**config.mk**
```make
export PLATFORM = sky130hd
export DESIGN_NAME = axi64_2_lint32
export DESIGN_NICKNAME = d
export VERILOG_FILES = /design/src/hdl/axi_lint_pkg.sv /design/src/hdl/axi64_2_lint32.sv /design/src/hdl/axi_read_ctrl.sv /design/src/hdl/axi_write_ctrl.sv /design/src/hdl/lint64_to_32.sv
export SDC_FILE = /design/constraint.sdc
export NUM_CORES = 1
export LEC_CHECK = 0
export ABC_AREA = 0
export BUFFER_PORTS_ARGS = -buffer_cell sky130_fd_sc_hd__clkbuf_2
export CORE_AREA = 5 5 263 265
export DETAILED_ROUTE_END_ITERATION = 10
export DIE_AREA = 0 0 268 270
export PLACE_DENSITY = 0.54
export SETUP_SLACK_MARGIN = 0.2
export SLEW_MARGIN = 10
export SYNTH_ARGS = -nofsm -noshare
export SYNTH_HDL_FRONTEND = slang
export SYNTH_HIERARCHICAL = 1
export SYNTH_SLANG_ARGS = --single-unit
```
**constraint.sdc**
```tcl
create_clock -name clk -period 3.8 [get_ports clk]
set_clock_uncertainty 0.1 [all_clocks]
set_input_delay 1.14 -clock clk [delete_from_list [all_inputs] [get_ports clk]]
set_output_delay 1.14 -clock clk [all_outputs]
set_load 0.02 [all_outputs]
```
**src/hdl/axi_lint_pkg.sv**
```systemverilog
// Shared definitions for the AXI64 to LINT32 bridge
// Bus width types for AXI and LINT
// Burst codes and address steps
// FSM state encodings of the write and read controllers

package axi_lint_pkg;

   typedef logic [31:0] axi_addr_t;   // Byte address, AXI and LINT
   typedef logic [63:0] axi_data_t;   // One AXI beat
   typedef logic [7:0]  axi_strb_t;
   typedef logic [7:0]  axi_len_t;    // Beats minus one
   typedef logic [1:0]  axi_burst_t;

   typedef logic [31:0] lint_data_t;
   typedef logic [3:0]  lint_be_t;

   localparam axi_burst_t BURST_FIXED = 2'd0;
   localparam axi_burst_t BURST_INCR  = 2'd1;

   localparam axi_addr_t BEAT_BYTES = 32'd8;  // INCR step
   localparam axi_addr_t WORD_BYTES = 32'd4;  // Upper word offset

   typedef enum logic [1:0] {
      WR_IDLE,
      WR_DATA,
      WR_RESP
   } wr_state_e;

   typedef enum logic [1:0] {
      RD_IDLE,
      RD_REQ,
      RD_WAIT,
      RD_DATA
   } rd_state_e;

endpackage
```
**src/hdl/axi64_2_lint32.sv**
```systemverilog
// Bridge from a 64-bit AXI slave to two 32-bit LINT master pairs
// Write path goes through the write controller and a write splitter
// Read path goes through the read controller and a read splitter

`timescale 1ns/1ps

module axi64_2_lint32
   import axi_lint_pkg::*;
#(
   parameter int AXI_ID_WIDTH = 7
) (
   input  logic                     clk,
   input  logic                     rst_n_i,

   // Write address channel
   input  axi_addr_t                AW_ADDR_i,
   input  axi_len_t                 AW_LEN_i,
   input  axi_burst_t               AW_BURST_i,
   input  logic [AXI_ID_WIDTH-1:0]  AW_ID_i,
   input  logic                     AW_VALID_i,
   output logic                     AW_READY_o,
   // Write data channel
   input  axi_data_t                W_DATA_i,
   input  axi_strb_t                W_STRB_i,
   input  logic                     W_LAST_i,
   input  logic                     W_VALID_i,
   output logic                     W_READY_o,
   // Write response channel
   output logic [AXI_ID_WIDTH-1:0]  B_ID_o,
   output logic                     B_VALID_o,
   input  logic                     B_READY_i,
   // Read address channel
   input  axi_addr_t                AR_ADDR_i,
   input  axi_len_t                 AR_LEN_i,
   input  axi_burst_t               AR_BURST_i,
   input  logic [AXI_ID_WIDTH-1:0]  AR_ID_i,
   input  logic                     AR_VALID_i,
   output logic                     AR_READY_o,
   // Read data channel
   output logic [AXI_ID_WIDTH-1:0]  R_ID_o,
   output axi_data_t                R_DATA_o,
   output logic                     R_LAST_o,
   output logic                     R_VALID_o,
   input  logic                     R_READY_i,

   // LINT write pair
   output logic [1:0]               data_W_req_o,
   output logic [1:0]               data_W_wen_o,
   output axi_addr_t [1:0]          data_W_add_o,
   output lint_data_t [1:0]         data_W_wdata_o,
   output lint_be_t [1:0]           data_W_be_o,
   input  logic [1:0]               data_W_gnt_i,
   input  logic [1:0]               data_W_r_valid_i,
   input  lint_data_t [1:0]         data_W_r_rdata_i,

   // LINT read pair
   output logic [1:0]               data_R_req_o,
   output logic [1:0]               data_R_wen_o,
   output axi_addr_t [1:0]          data_R_add_o,
   output lint_data_t [1:0]         data_R_wdata_o,
   output lint_be_t [1:0]           data_R_be_o,
   input  logic [1:0]               data_R_gnt_i,
   input  logic [1:0]               data_R_r_valid_i,
   input  lint_data_t [1:0]         data_R_r_rdata_i
);

   // 64-bit request between controllers and splitters
   logic       wr_req;
   axi_addr_t  wr_add;
   axi_data_t  wr_wdata;
   axi_strb_t  wr_be;
   logic       wr_gnt;

   logic       rd_req;
   axi_addr_t  rd_add;
   logic       rd_gnt;
   logic       rd_r_valid;
   axi_data_t  rd_r_rdata;

   //////////////////////////////////////////////////
   // Write path
   //////////////////////////////////////////////////
   axi_write_ctrl #(
      .AXI_ID_WIDTH ( AXI_ID_WIDTH )
   ) i_axi_write_ctrl (
      .clk         ( clk        ),
      .rst_n_i     ( rst_n_i    ),
      .AW_ADDR_i   ( AW_ADDR_i  ),
      .AW_LEN_i    ( AW_LEN_i   ),
      .AW_BURST_i  ( AW_BURST_i ),
      .AW_ID_i     ( AW_ID_i    ),
      .AW_VALID_i  ( AW_VALID_i ),
      .AW_READY_o  ( AW_READY_o ),
      .W_DATA_i    ( W_DATA_i   ),
      .W_STRB_i    ( W_STRB_i   ),
      .W_LAST_i    ( W_LAST_i   ),
      .W_VALID_i   ( W_VALID_i  ),
      .W_READY_o   ( W_READY_o  ),
      .B_ID_o      ( B_ID_o     ),
      .B_VALID_o   ( B_VALID_o  ),
      .B_READY_i   ( B_READY_i  ),
      .mem_req_o   ( wr_req     ),
      .mem_add_o   ( wr_add     ),
      .mem_wdata_o ( wr_wdata   ),
      .mem_be_o    ( wr_be      ),
      .mem_gnt_i   ( wr_gnt     )
   );

   lint64_to_32 #(
      .IS_WRITE ( 1'b1 )
   ) parallel_lint_write (
      .clk            ( clk              ),
      .rst_n_i        ( rst_n_i          ),
      .req_i          ( wr_req           ),
      .add_i          ( wr_add           ),
      .wdata_i        ( wr_wdata         ),
      .be_i           ( wr_be            ),
      .gnt_o          ( wr_gnt           ),
      .r_valid_o      (                  ),  // Write acks not needed
      .r_rdata_o      (                  ),
      .data_req_o     ( data_W_req_o     ),
      .data_add_o     ( data_W_add_o     ),
      .data_wdata_o   ( data_W_wdata_o   ),
      .data_be_o      ( data_W_be_o      ),
      .data_wen_o     ( data_W_wen_o     ),
      .data_gnt_i     ( data_W_gnt_i     ),
      .data_r_valid_i ( data_W_r_valid_i ),
      .data_r_rdata_i ( data_W_r_rdata_i )
   );

   //////////////////////////////////////////////////
   // Read path
   //////////////////////////////////////////////////
   axi_read_ctrl #(
      .AXI_ID_WIDTH ( AXI_ID_WIDTH )
   ) i_axi_read_ctrl (
      .clk           ( clk        ),
      .rst_n_i       ( rst_n_i    ),
      .AR_ADDR_i     ( AR_ADDR_i  ),
      .AR_LEN_i      ( AR_LEN_i   ),
      .AR_BURST_i    ( AR_BURST_i ),
      .AR_ID_i       ( AR_ID_i    ),
      .AR_VALID_i    ( AR_VALID_i ),
      .AR_READY_o    ( AR_READY_o ),
      .R_ID_o        ( R_ID_o     ),
      .R_DATA_o      ( R_DATA_o   ),
      .R_LAST_o      ( R_LAST_o   ),
      .R_VALID_o     ( R_VALID_o  ),
      .R_READY_i     ( R_READY_i  ),
      .mem_req_o     ( rd_req     ),
      .mem_add_o     ( rd_add     ),
      .mem_gnt_i     ( rd_gnt     ),
      .mem_r_valid_i ( rd_r_valid ),
      .mem_r_rdata_i ( rd_r_rdata )
   );

   lint64_to_32 #(
      .IS_WRITE ( 1'b0 )
   ) parallel_lint_read (
      .clk            ( clk              ),
      .rst_n_i        ( rst_n_i          ),
      .req_i          ( rd_req           ),
      .add_i          ( rd_add           ),
      .wdata_i        ( '0               ),
      .be_i           ( '1               ),  // Reads fetch both words
      .gnt_o          ( rd_gnt           ),
      .r_valid_o      ( rd_r_valid       ),
      .r_rdata_o      ( rd_r_rdata       ),
      .data_req_o     ( data_R_req_o     ),
      .data_add_o     ( data_R_add_o     ),
      .data_wdata_o   ( data_R_wdata_o   ),
      .data_be_o      ( data_R_be_o      ),
      .data_wen_o     ( data_R_wen_o     ),
      .data_gnt_i     ( data_R_gnt_i     ),
      .data_r_valid_i ( data_R_r_valid_i ),
      .data_r_rdata_i ( data_R_r_rdata_i )
   );

endmodule

```
**src/hdl/axi_read_ctrl.sv**
```systemverilog
// AXI read controller
// Takes one AR burst and fetches one 64-bit word per beat
// Presents each word on R and flags the last beat

`timescale 1ns/1ps

module axi_read_ctrl
   import axi_lint_pkg::*;
#(
   parameter int AXI_ID_WIDTH = 7
) (
   input  logic                     clk,
   input  logic                     rst_n_i,

   input  axi_addr_t                AR_ADDR_i,
   input  axi_len_t                 AR_LEN_i,
   input  axi_burst_t               AR_BURST_i,
   input  logic [AXI_ID_WIDTH-1:0]  AR_ID_i,
   input  logic                     AR_VALID_i,
   output logic                     AR_READY_o,

   output logic [AXI_ID_WIDTH-1:0]  R_ID_o,
   output axi_data_t                R_DATA_o,
   output logic                     R_LAST_o,
   output logic                     R_VALID_o,
   input  logic                     R_READY_i,

   output logic                     mem_req_o,
   output axi_addr_t                mem_add_o,
   input  logic                     mem_gnt_i,
   input  logic                     mem_r_valid_i,
   input  axi_data_t                mem_r_rdata_i
);

   rd_state_e                 state_q, state_d;
   axi_len_t                  cnt_q;
   axi_len_t                  len_q;
   axi_burst_t                burst_q;
   axi_addr_t                 addr_q;
   logic [AXI_ID_WIDTH-1:0]   id_q;
   axi_data_t                 rdata_q;
   logic                      ar_take;
   logic                      beat_done;
   logic                      last_beat;

   assign AR_READY_o = (state_q == RD_IDLE);
   assign ar_take    = AR_VALID_i & AR_READY_o;

   assign mem_req_o = (state_q == RD_REQ);
   assign mem_add_o = addr_q;

   assign last_beat = (cnt_q == len_q);
   assign R_VALID_o = (state_q == RD_DATA);
   assign R_LAST_o  = R_VALID_o & last_beat;
   assign R_ID_o    = id_q;
   assign R_DATA_o  = rdata_q;
   assign beat_done = R_VALID_o & R_READY_i;

   always_comb begin
      state_d = state_q;
      case (state_q)
         RD_IDLE: if (ar_take) state_d = RD_REQ;
         RD_REQ:  if (mem_gnt_i) state_d = RD_WAIT;
         RD_WAIT: if (mem_r_valid_i) state_d = RD_DATA;
         RD_DATA: begin
            if (beat_done)
               state_d = last_beat ? RD_IDLE : RD_REQ;
         end
         default: state_d = RD_IDLE;
      endcase
   end

   always_ff @(posedge clk or negedge rst_n_i) begin
      if (!rst_n_i) begin
         state_q <= RD_IDLE;
         cnt_q   <= '0;
      end else begin
         state_q <= state_d;
         if (ar_take)
            cnt_q <= '0;
         else if (beat_done)
            cnt_q <= cnt_q + 8'd1;
      end
   end

   always_ff @(posedge clk) begin
      if (ar_take) begin
         id_q    <= AR_ID_i;
         len_q   <= AR_LEN_i;
         burst_q <= AR_BURST_i;
         addr_q  <= {AR_ADDR_i[31:3], 3'b000};
      end else if (beat_done && burst_q != BURST_FIXED) begin
         addr_q <= addr_q + BEAT_BYTES;  // Next INCR beat
      end
      if (state_q == RD_WAIT && mem_r_valid_i)
         rdata_q <= mem_r_rdata_i;  // Held while R is stalled
   end

endmodule

```
**src/hdl/axi_write_ctrl.sv**
```systemverilog
// AXI write controller
// Takes one AW burst, streams its W beats as 64-bit requests
// Returns a single B response per burst

`timescale 1ns/1ps

module axi_write_ctrl
   import axi_lint_pkg::*;
#(
   parameter int AXI_ID_WIDTH = 7
) (
   input  logic                     clk,
   input  logic                     rst_n_i,

   input  axi_addr_t                AW_ADDR_i,
   input  axi_len_t                 AW_LEN_i,
   input  axi_burst_t               AW_BURST_i,
   input  logic [AXI_ID_WIDTH-1:0]  AW_ID_i,
   input  logic                     AW_VALID_i,
   output logic                     AW_READY_o,

   input  axi_data_t                W_DATA_i,
   input  axi_strb_t                W_STRB_i,
   input  logic                     W_LAST_i,   // Burst end comes from the beat count
   input  logic                     W_VALID_i,
   output logic                     W_READY_o,

   output logic [AXI_ID_WIDTH-1:0]  B_ID_o,
   output logic                     B_VALID_o,
   input  logic                     B_READY_i,

   output logic                     mem_req_o,
   output axi_addr_t                mem_add_o,
   output axi_data_t                mem_wdata_o,
   output axi_strb_t                mem_be_o,
   input  logic                     mem_gnt_i
);

   wr_state_e                 state_q, state_d;
   axi_len_t                  cnt_q;
   axi_len_t                  len_q;
   axi_burst_t                burst_q;
   axi_addr_t                 addr_q;
   logic [AXI_ID_WIDTH-1:0]   id_q;
   logic                      aw_take;
   logic                      beat_done;
   logic                      last_beat;

   assign AW_READY_o = (state_q == WR_IDLE);
   assign aw_take    = AW_VALID_i & AW_READY_o;

   // Beat goes out straight from the W channel
   assign mem_req_o   = (state_q == WR_DATA) & W_VALID_i;
   assign mem_add_o   = addr_q;
   assign mem_wdata_o = W_DATA_i;
   assign mem_be_o    = W_STRB_i;

   assign W_READY_o = (state_q == WR_DATA) & mem_gnt_i;  // Consumed on grant
   assign beat_done = W_VALID_i & W_READY_o;
   assign last_beat = (cnt_q == len_q);

   assign B_VALID_o = (state_q == WR_RESP);
   assign B_ID_o    = id_q;

   always_comb begin
      state_d = state_q;
      case (state_q)
         WR_IDLE: if (aw_take) state_d = WR_DATA;
         WR_DATA: if (beat_done && last_beat) state_d = WR_RESP;
         WR_RESP: if (B_READY_i) state_d = WR_IDLE;
         default: state_d = WR_IDLE;
      endcase
   end

   always_ff @(posedge clk or negedge rst_n_i) begin
      if (!rst_n_i) begin
         state_q <= WR_IDLE;
         cnt_q   <= '0;
      end else begin
         state_q <= state_d;
         if (aw_take)
            cnt_q <= '0;
         else if (beat_done)
            cnt_q <= cnt_q + 8'd1;
      end
   end

   // Burst fields, held for the whole burst
   always_ff @(posedge clk) begin
      if (aw_take) begin
         id_q    <= AW_ID_i;
         len_q   <= AW_LEN_i;
         burst_q <= AW_BURST_i;
         addr_q  <= {AW_ADDR_i[31:3], 3'b000};  // 64-bit aligned
      end else if (beat_done && burst_q != BURST_FIXED) begin
         addr_q <= addr_q + BEAT_BYTES;
      end
   end

endmodule

```
**src/hdl/lint64_to_32.sv**
```systemverilog
// Splitter from one 64-bit LINT request to two 32-bit LINT ports
// Lower word on port 0, upper word on port 1 at address plus 4
// Tracks grants and responses per half and joins the read data

`timescale 1ns/1ps

module lint64_to_32
   import axi_lint_pkg::*;
#(
   parameter bit IS_WRITE = 1'b1
) (
   input  logic              clk,
   input  logic              rst_n_i,

   input  logic              req_i,
   input  axi_addr_t         add_i,
   input  axi_data_t         wdata_i,
   input  axi_strb_t         be_i,
   output logic              gnt_o,
   output logic              r_valid_o,
   output axi_data_t         r_rdata_o,

   output logic [1:0]        data_req_o,
   output axi_addr_t [1:0]   data_add_o,
   output lint_data_t [1:0]  data_wdata_o,
   output lint_be_t [1:0]    data_be_o,
   output logic [1:0]        data_wen_o,
   input  logic [1:0]        data_gnt_i,
   input  logic [1:0]        data_r_valid_i,
   input  lint_data_t [1:0]  data_r_rdata_i
);

   logic [1:0]        en;          // Half carries a request
   logic [1:0]        take_now;
   logic [1:0]        skip_now;
   logic [1:0]        ret_now;
   logic [1:0]        taken_q;
   logic [1:0]        ret_q;
   logic              gnt_done_q;  // Beat granted, responses pending
   lint_data_t [1:0]  rdata_q;

   always_comb begin
      for (int k = 0; k < 2; k++) begin
         en[k]           = IS_WRITE ? (|be_i[4*k +: 4]) : 1'b1;
         data_be_o[k]    = IS_WRITE ? be_i[4*k +: 4] : 4'hF;
         data_wdata_o[k] = wdata_i[32*k +: 32];
         data_req_o[k]   = req_i & ~gnt_done_q & en[k] & ~taken_q[k];
      end
   end

   assign data_add_o[0] = add_i;
   assign data_add_o[1] = add_i + WORD_BYTES;
   assign data_wen_o    = {2{~IS_WRITE}};  // Active low write

   // Disabled halves count as taken and returned at once
   assign take_now  = data_req_o & data_gnt_i;
   assign gnt_o     = req_i & ~gnt_done_q & (&(taken_q | take_now | ~en));
   assign skip_now  = {2{gnt_o}} & ~en;
   assign ret_now   = ret_q | data_r_valid_i | skip_now;
   assign r_valid_o = (gnt_done_q | gnt_o) & (&ret_now);

   // Late word bypasses, early word comes from its register
   assign r_rdata_o[31:0]  = data_r_valid_i[0] ? data_r_rdata_i[0] : rdata_q[0];
   assign r_rdata_o[63:32] = data_r_valid_i[1] ? data_r_rdata_i[1] : rdata_q[1];

   always_ff @(posedge clk or negedge rst_n_i) begin
      if (!rst_n_i) begin
         taken_q    <= '0;
         ret_q      <= '0;
         gnt_done_q <= 1'b0;
      end else if (r_valid_o) begin
         taken_q    <= '0;  // Ready for the next beat
         ret_q      <= '0;
         gnt_done_q <= 1'b0;
      end else begin
         taken_q <= taken_q | take_now;
         ret_q   <= ret_now;
         if (gnt_o)
            gnt_done_q <= 1'b1;
      end
   end

   always_ff @(posedge clk) begin
      for (int k = 0; k < 2; k++) begin
         if (data_r_valid_i[k])
            rdata_q[k] <= data_r_rdata_i[k];
      end
   end

endmodule

```
Yosys cells after proc, flatten, opt, wreduce, memory -nomap -nowiden

Index checks and enable logic that the tools add are counted.
Widths: inputs -> output; s select.

Register bits after elaboration: 256
Input bits: 314
Word-level logic and storage cells: 130

$add $sub $neg: 6
Equality and inequality tests: 14
Mux-type cells: 28
Bitwise gates (word level): 37
Reductions and logical operators: 22

Operator list:

| cell                  | number |
|---|---|
| $mux 32               | 6 |
| $add 32x3->32 const B | 2 |
| $add 32x4->32 const B | 2 |
| $mux 8                | 4 |
| $mux 2                | 11 |
| $and 1x1->1           | 19 |
| $add 8x1->8 const B   | 2 |
| $eq 8x8->1            | 2 |
| $reduce_bool 2->1     | 8 |
| $or 2x2->2            | 6 |
| $ne 2x2->1 const B    | 5 |
| $pmux 2 s4            | 1 |
| $reduce_and 2->1      | 4 |
| $reduce_or 4->1       | 2 |
| $and 2x2->2           | 3 |
| $eq 2x2->1 const B    | 3 |
| $not 1->1             | 6 |
| $pmux 2 s3            | 1 |
| $mux 1                | 5 |
| $eq 2x1->1 const B    | 2 |
| $logic_and 1x1->1     | 4 |
| $logic_not 2->1       | 2 |
| $ne 2x1->1 const B    | 2 |
| $reduce_and 4->1      | 1 |
| other kinds (3)       | 4 |

Longest topological paths before layout

Word-level depth: 15
Gate-level depth with buffers: 9
Depth with buffers taken out: 8

Hierarchy

The synthesis kept the hierarchy.

By module, submodules not included:

| module                             | instances | cells an instance | area an instance (µm²) | seq. area each (µm²) |
|---|---|---|---|---|
| axi_read_ctrl                      | 1         | 345               | 4893.4                 | 3553.4 |
| lint64_to_32 (parallel_lint_write) | 1         | 358               | 3697.3                 | 1406.3 |
| lint64_to_32 (parallel_lint_read)  | 1         | 344               | 3597.2                 | 1406.3 |
| axi_write_ctrl                     | 1         | 336               | 3428.3                 | 1631.6 |
| axi64_2_lint32                     | 1         | 2                 | 7.5                    | 0.0 |

Least setup slack after synthesis

OpenSTA, ideal clock, no wires.

Kind: input port to flip-flop
Start point: input R_READY_i
End point: register i_axi_read_ctrl.addr_q[10] (netlist: i_axi_read_ctrl/mem_add_o[10]) (enable)
Data arrival time: 3.342 ns
Data required time: 3.245 ns
Path slack: -0.097 ns
Cell stages on the path: 2
Cells stage by stage: nand2_1 -> o21ai_0

Word-level cells in the longest chain between the ends: 3

RTL lines:

| item                               | RTL line             | source |
|---|---|---|
| start: declaration                 | axi64_2_lint32.sv:44 | `input logic R_READY_i,` |
| $and 1x1->1                        | axi_read_ctrl.sv:57  | `assign beat_done = R_VALID_o & R_READY_i;` |
| $logic_and 1x1->1                  | axi_read_ctrl.sv:92  | `end else if (beat_done && burst_q != BURST_FIXED) begin` |
| $reduce_bool 2->1 (no source line) | --                   |  |
| end signal: assignment             | axi_read_ctrl.sv:91  | `addr_q <= {AR_ADDR_i[31:3], 3'b000};` |
| end signal: assignment             | axi_read_ctrl.sv:93  | `addr_q <= addr_q + BEAT_BYTES;` |
| end: declaration                   | axi_read_ctrl.sv:39  | `axi_addr_t addr_q;` |

Every way passes these cells.
A chain may end at the register's enable or synchronous reset.

Worst setup path in the final report

Start point: input W_STRB_i[2]
End point: output W_READY_o

Word-level cells in the longest chain between the ends: 9

RTL lines:

| item                     | RTL line             | source |
|---|---|---|
| start: declaration       | axi64_2_lint32.sv:24 | `input axi_strb_t W_STRB_i,` |
| $reduce_or 4->1 *        | lint64_to_32.sv:44   | `en[k] = IS_WRITE ? (\|be_i[4*k +: 4]) : 1'b1;` |
| $and 1x1->1 (2 in a row) | lint64_to_32.sv:47   | `data_req_o[k] = req_i & ~gnt_done_q & en[k] & ~taken_q[k];` |
| $and 2x2->2              | lint64_to_32.sv:56   | `assign take_now = data_req_o & data_gnt_i;` |
| $or 2x2->2               | lint64_to_32.sv:57   | `assign gnt_o = req_i & ~gnt_done_q & (&(taken_q \| take_now \| ~en));` |
| $or 2x2->2 *             | lint64_to_32.sv:57   |  |
| $reduce_and 2->1 *       | lint64_to_32.sv:57   |  |
| $and 1x1->1 *            | lint64_to_32.sv:57   |  |
| via wr_gnt               | axi64_2_lint32.sv:72 | `logic wr_gnt;` |
| $and 1x1->1 *            | axi_write_ctrl.sv:58 | `assign W_READY_o = (state_q == WR_DATA) & mem_gnt_i;` |
| end: declaration         | axi64_2_lint32.sv:27 | `output logic W_READY_o,` |

The timed path passes the listed nets; every way through them passes the cells marked *.

==> run_results.csv <==
group,metric,value,unit
grt,globalRouteMet2Util,0.159,
critical_path,register_to_register_path_depth,10,
floorplan,floorplan.core_area,66600,sq um
min_path,hold_path_startpoint,"parallel_lint_read/rdata_q[35]",
timing,holdWs,0.370,ns
synth,netlist_instances,1249,
placed_design,place.port_buffers,390,
grt,largest_net_degree_at_the_start_of_global_routing,65,
placed_design,detailed_place_hpwl,28.9,mm
min_path,hold_path_depth,1,
timing,final.period_utilization,0.942,
synth,synth_area,13600,sq um
cells_and_area,num_antenna_cells,0,
cts,clk-insertion-delay-late,0.59,ns
cells_and_area,final_cell_area,15800,sq um
cts,numCtsBuffers,30,
critical_path,required_arrival_time_at_the_worst_endpoint,2.56,ns
timing,totalNegativeSetupSlack,0,ns
placed_design,placed_cell_area,14700,sq um
critical_path,worst_path_arrival_time,2.34,ns
critical_path,path_max_fanout,2,
run,drv_cap,0,
cells_and_area,num-nets-final,1764,
placed_design,routabilityCongestion,0.805,
detailed_routing,average_via_count_per_standard_cell,3.98,
cts,tritoncts,"yes",
cts,htreeDepth,1,
detailed_routing,totalWireLength,37.5,mm
grt,grt_antenna_before_repair,1,
cts,clkSlewWorstSetupHoldPaths,0.06,ns
timing,finalHoldViolCount,0,
grt,global_route.overflow_total,0,
critical_path,worstSetupPathType,"input port to output pin",
timing,finalSetupViolCount,0,
grt,use_met1,0.120,
cells_and_area,footprint_of_the_multi_input_gates,4800,sq um
grt,use_met3,0.0404,
grt,number_of_global_route_vias_before_repair,9475,
detailed_routing,detailedRoute.firstPassIterationCount,4,
critical_path,crit_path_end_kind,"output pin",
cts,cts_sink_cnt,250,
cells_and_area,drive_above_1_share,0.379,
cells_and_area,ff_latch_area,6720,sq um
detailed_routing,drtAntennaViolNets,0,
synth,yosysWarningCount,6,
timing,max_clock_freq,0.279,GHz
detailed_routing,dr.first_iter.drc_count,475,
cells_and_area,final.fill_count,7142,
floorplan,num_rows,95,
grt,grt_util_all_layers,0.0976,
floorplan,num_ports,678,
detailed_routing,drcViolationCount,0,
timing,timing.final.crit_period,3.58,ns
floorplan,overall_die_height,270,um
cts,ctsLongestPathBuffers,3,
timing,unrepaired_setup_endpoints_after_global_routing,"false",
cells_and_area,area_growth_syn_to_layout,16.4,%
min_path,worstHoldPathType,"flop to flop",
floorplan,horizontal_die_dimension,268,um
critical_path,critical_path.startpoint_type,"input port",
critical_path,regToRegStartpoint,"i_axi_write_ctrl/state_q[1]",
min_path,min_delay_worst_endpoint,"parallel_lint_read/rdata_q[35]",
cts,clk_root_buffer_cell,"clkbuf_16",
run_status,outcome,"finished, final reports clean",
timing,number_of_slew_limit_violations_in_the_final_report,0,
detailed_routing,wl_per_cell,16.0,um
power,peakVddDrop,0.000370,V
grt,grt_most_used_layer,"met2",
floorplan,fp.dieArea,72400,sq um
power,power.density_cell_area,577,nW/um^2
grt,first_pass_grt_wire_length,56.7,mm
floorplan,floorplan.initialDensity,0.204,
critical_path,reg2reg_to,"i_axi_write_ctrl/mem_add_o[24]",
power,leakage_dissipation,6.31,nW
timing,tightest_slew,0.943,ns
synth,post_synth.cell_area_avg,10.9,sq um
timing,slew-limit-headroom,0.371,
detailed_routing,detailroute.via_count,9306,
critical_path,reg2reg_slack,1.22,ns
-- per-layer routing --
layer,vias to the layer above,routed length (um)
li1,4419,-
met1,4480,15200
met2,357,17800
met4,2,680
met3,48,3710
met5,-,79
-- cell type report --
type,instances,area share
repair buffers,407,0.134
clock inverters,12,0.00775
inverters,18,0.00427
clock buffers,44,0.0573
well taps,873,0.0690
flip-flops and latches,250,0.425
multi-input cells,732,0.303
-- critical path, stage by stage --
cell	delay (ns)
clkbuf_2	0.09
or4_4	0.56
a21oi_4	0.20
and3b_2	0.23
buf_8	0.11
-- placed cells by master (no fill, tap or decap), types with 15 or more instances in the layout --
cell type / instances
inv_1: 17
nand2_1: 78
nand4_1: 40
or3_1: 15
clkbuf_2: 389
a31oi_1: 29
mux2_2: 65
nor2_1: 72
o21ai_0: 47
clkbuf_16: 33
and3_1: 18
xnor2_1: 76
dfxtp_1: 64
buf_4: 15
nand3_1: 43
dfrtp_1: 30
edfxtp_1: 156
or4_1: 15
conb_1: 82
xor2_1: 31
-- stage by stage --
step                      std cells   util  setup WS (ns)  total power, mW
final                          2336  0.238          0.222             9.12
after detailed placement       2278  0.221        0.00606             6.24
after floorplan                1326      -          0.248             5.73
after global placement         2278  0.221         0.0143             6.18
after CTS                      2336  0.238          0.205             9.28
after global routing           2336  0.238          0.209             9.66
-- registers in the layout, summed over array words and instances (netlist names) --
signal                          cells
i_axi_read_ctrl/R_ID_o              7
i_axi_read_ctrl/mem_add_o          29
i_axi_read_ctrl/R_DATA_o           64
parallel_lint_read/ret_q            2
parallel_lint_read/rdata_q         64
parallel_lint_read/taken_q          2
i_axi_write_ctrl/len_q              8
parallel_lint_write/taken_q         2
i_axi_write_ctrl/cnt_q              8
parallel_lint_write/gnt_done_q      1
i_axi_read_ctrl/state_q             2
i_axi_read_ctrl/cnt_q               8
parallel_lint_read/gnt_done_q       1
i_axi_read_ctrl/burst_q             2
i_axi_write_ctrl/state_q            2
i_axi_write_ctrl/B_ID_o             7
i_axi_write_ctrl/mem_add_o         29
parallel_lint_write/ret_q           2
i_axi_read_ctrl/len_q               8
i_axi_write_ctrl/burst_q            2
-- how the worst max path moves through the flow --
| stage | end | from | slack [ns] | depth (start not counted) |
|---|---|---|---|---|
| floorplan | W_READY_o | W_STRB_i[1] | 0.25 | 5 |
| global placement | W_READY_o | W_STRB_i[5] | 0.01 | 7 |
| detailed placement | W_READY_o | W_STRB_i[5] | 0.006 | 7 |
| CTS | W_READY_o | W_STRB_i[1] | 0.20 | 5 |
| global route | W_READY_o | W_STRB_i[5] | 0.21 | 7 |
| finish | W_READY_o | W_STRB_i[2] | 0.22 | 5 |
-- power by group --
part           internal (mW)  switching (mW)
Clock                   1.74            1.20
Combinational          0.829            1.47
Sequential              3.44           0.449
Total                   6.01            3.12
-- repair_timing --
item                                    in CTS  in global routing
setup buffers                                2                  0
hold buffers                                 0                  0
gates resized for setup                      9                  2
pin swaps                                    3                  4
endpoints found under the setup margin       1                  1
endpoints found under the hold margin        0                  0
(Power assumes the default switching activity.)
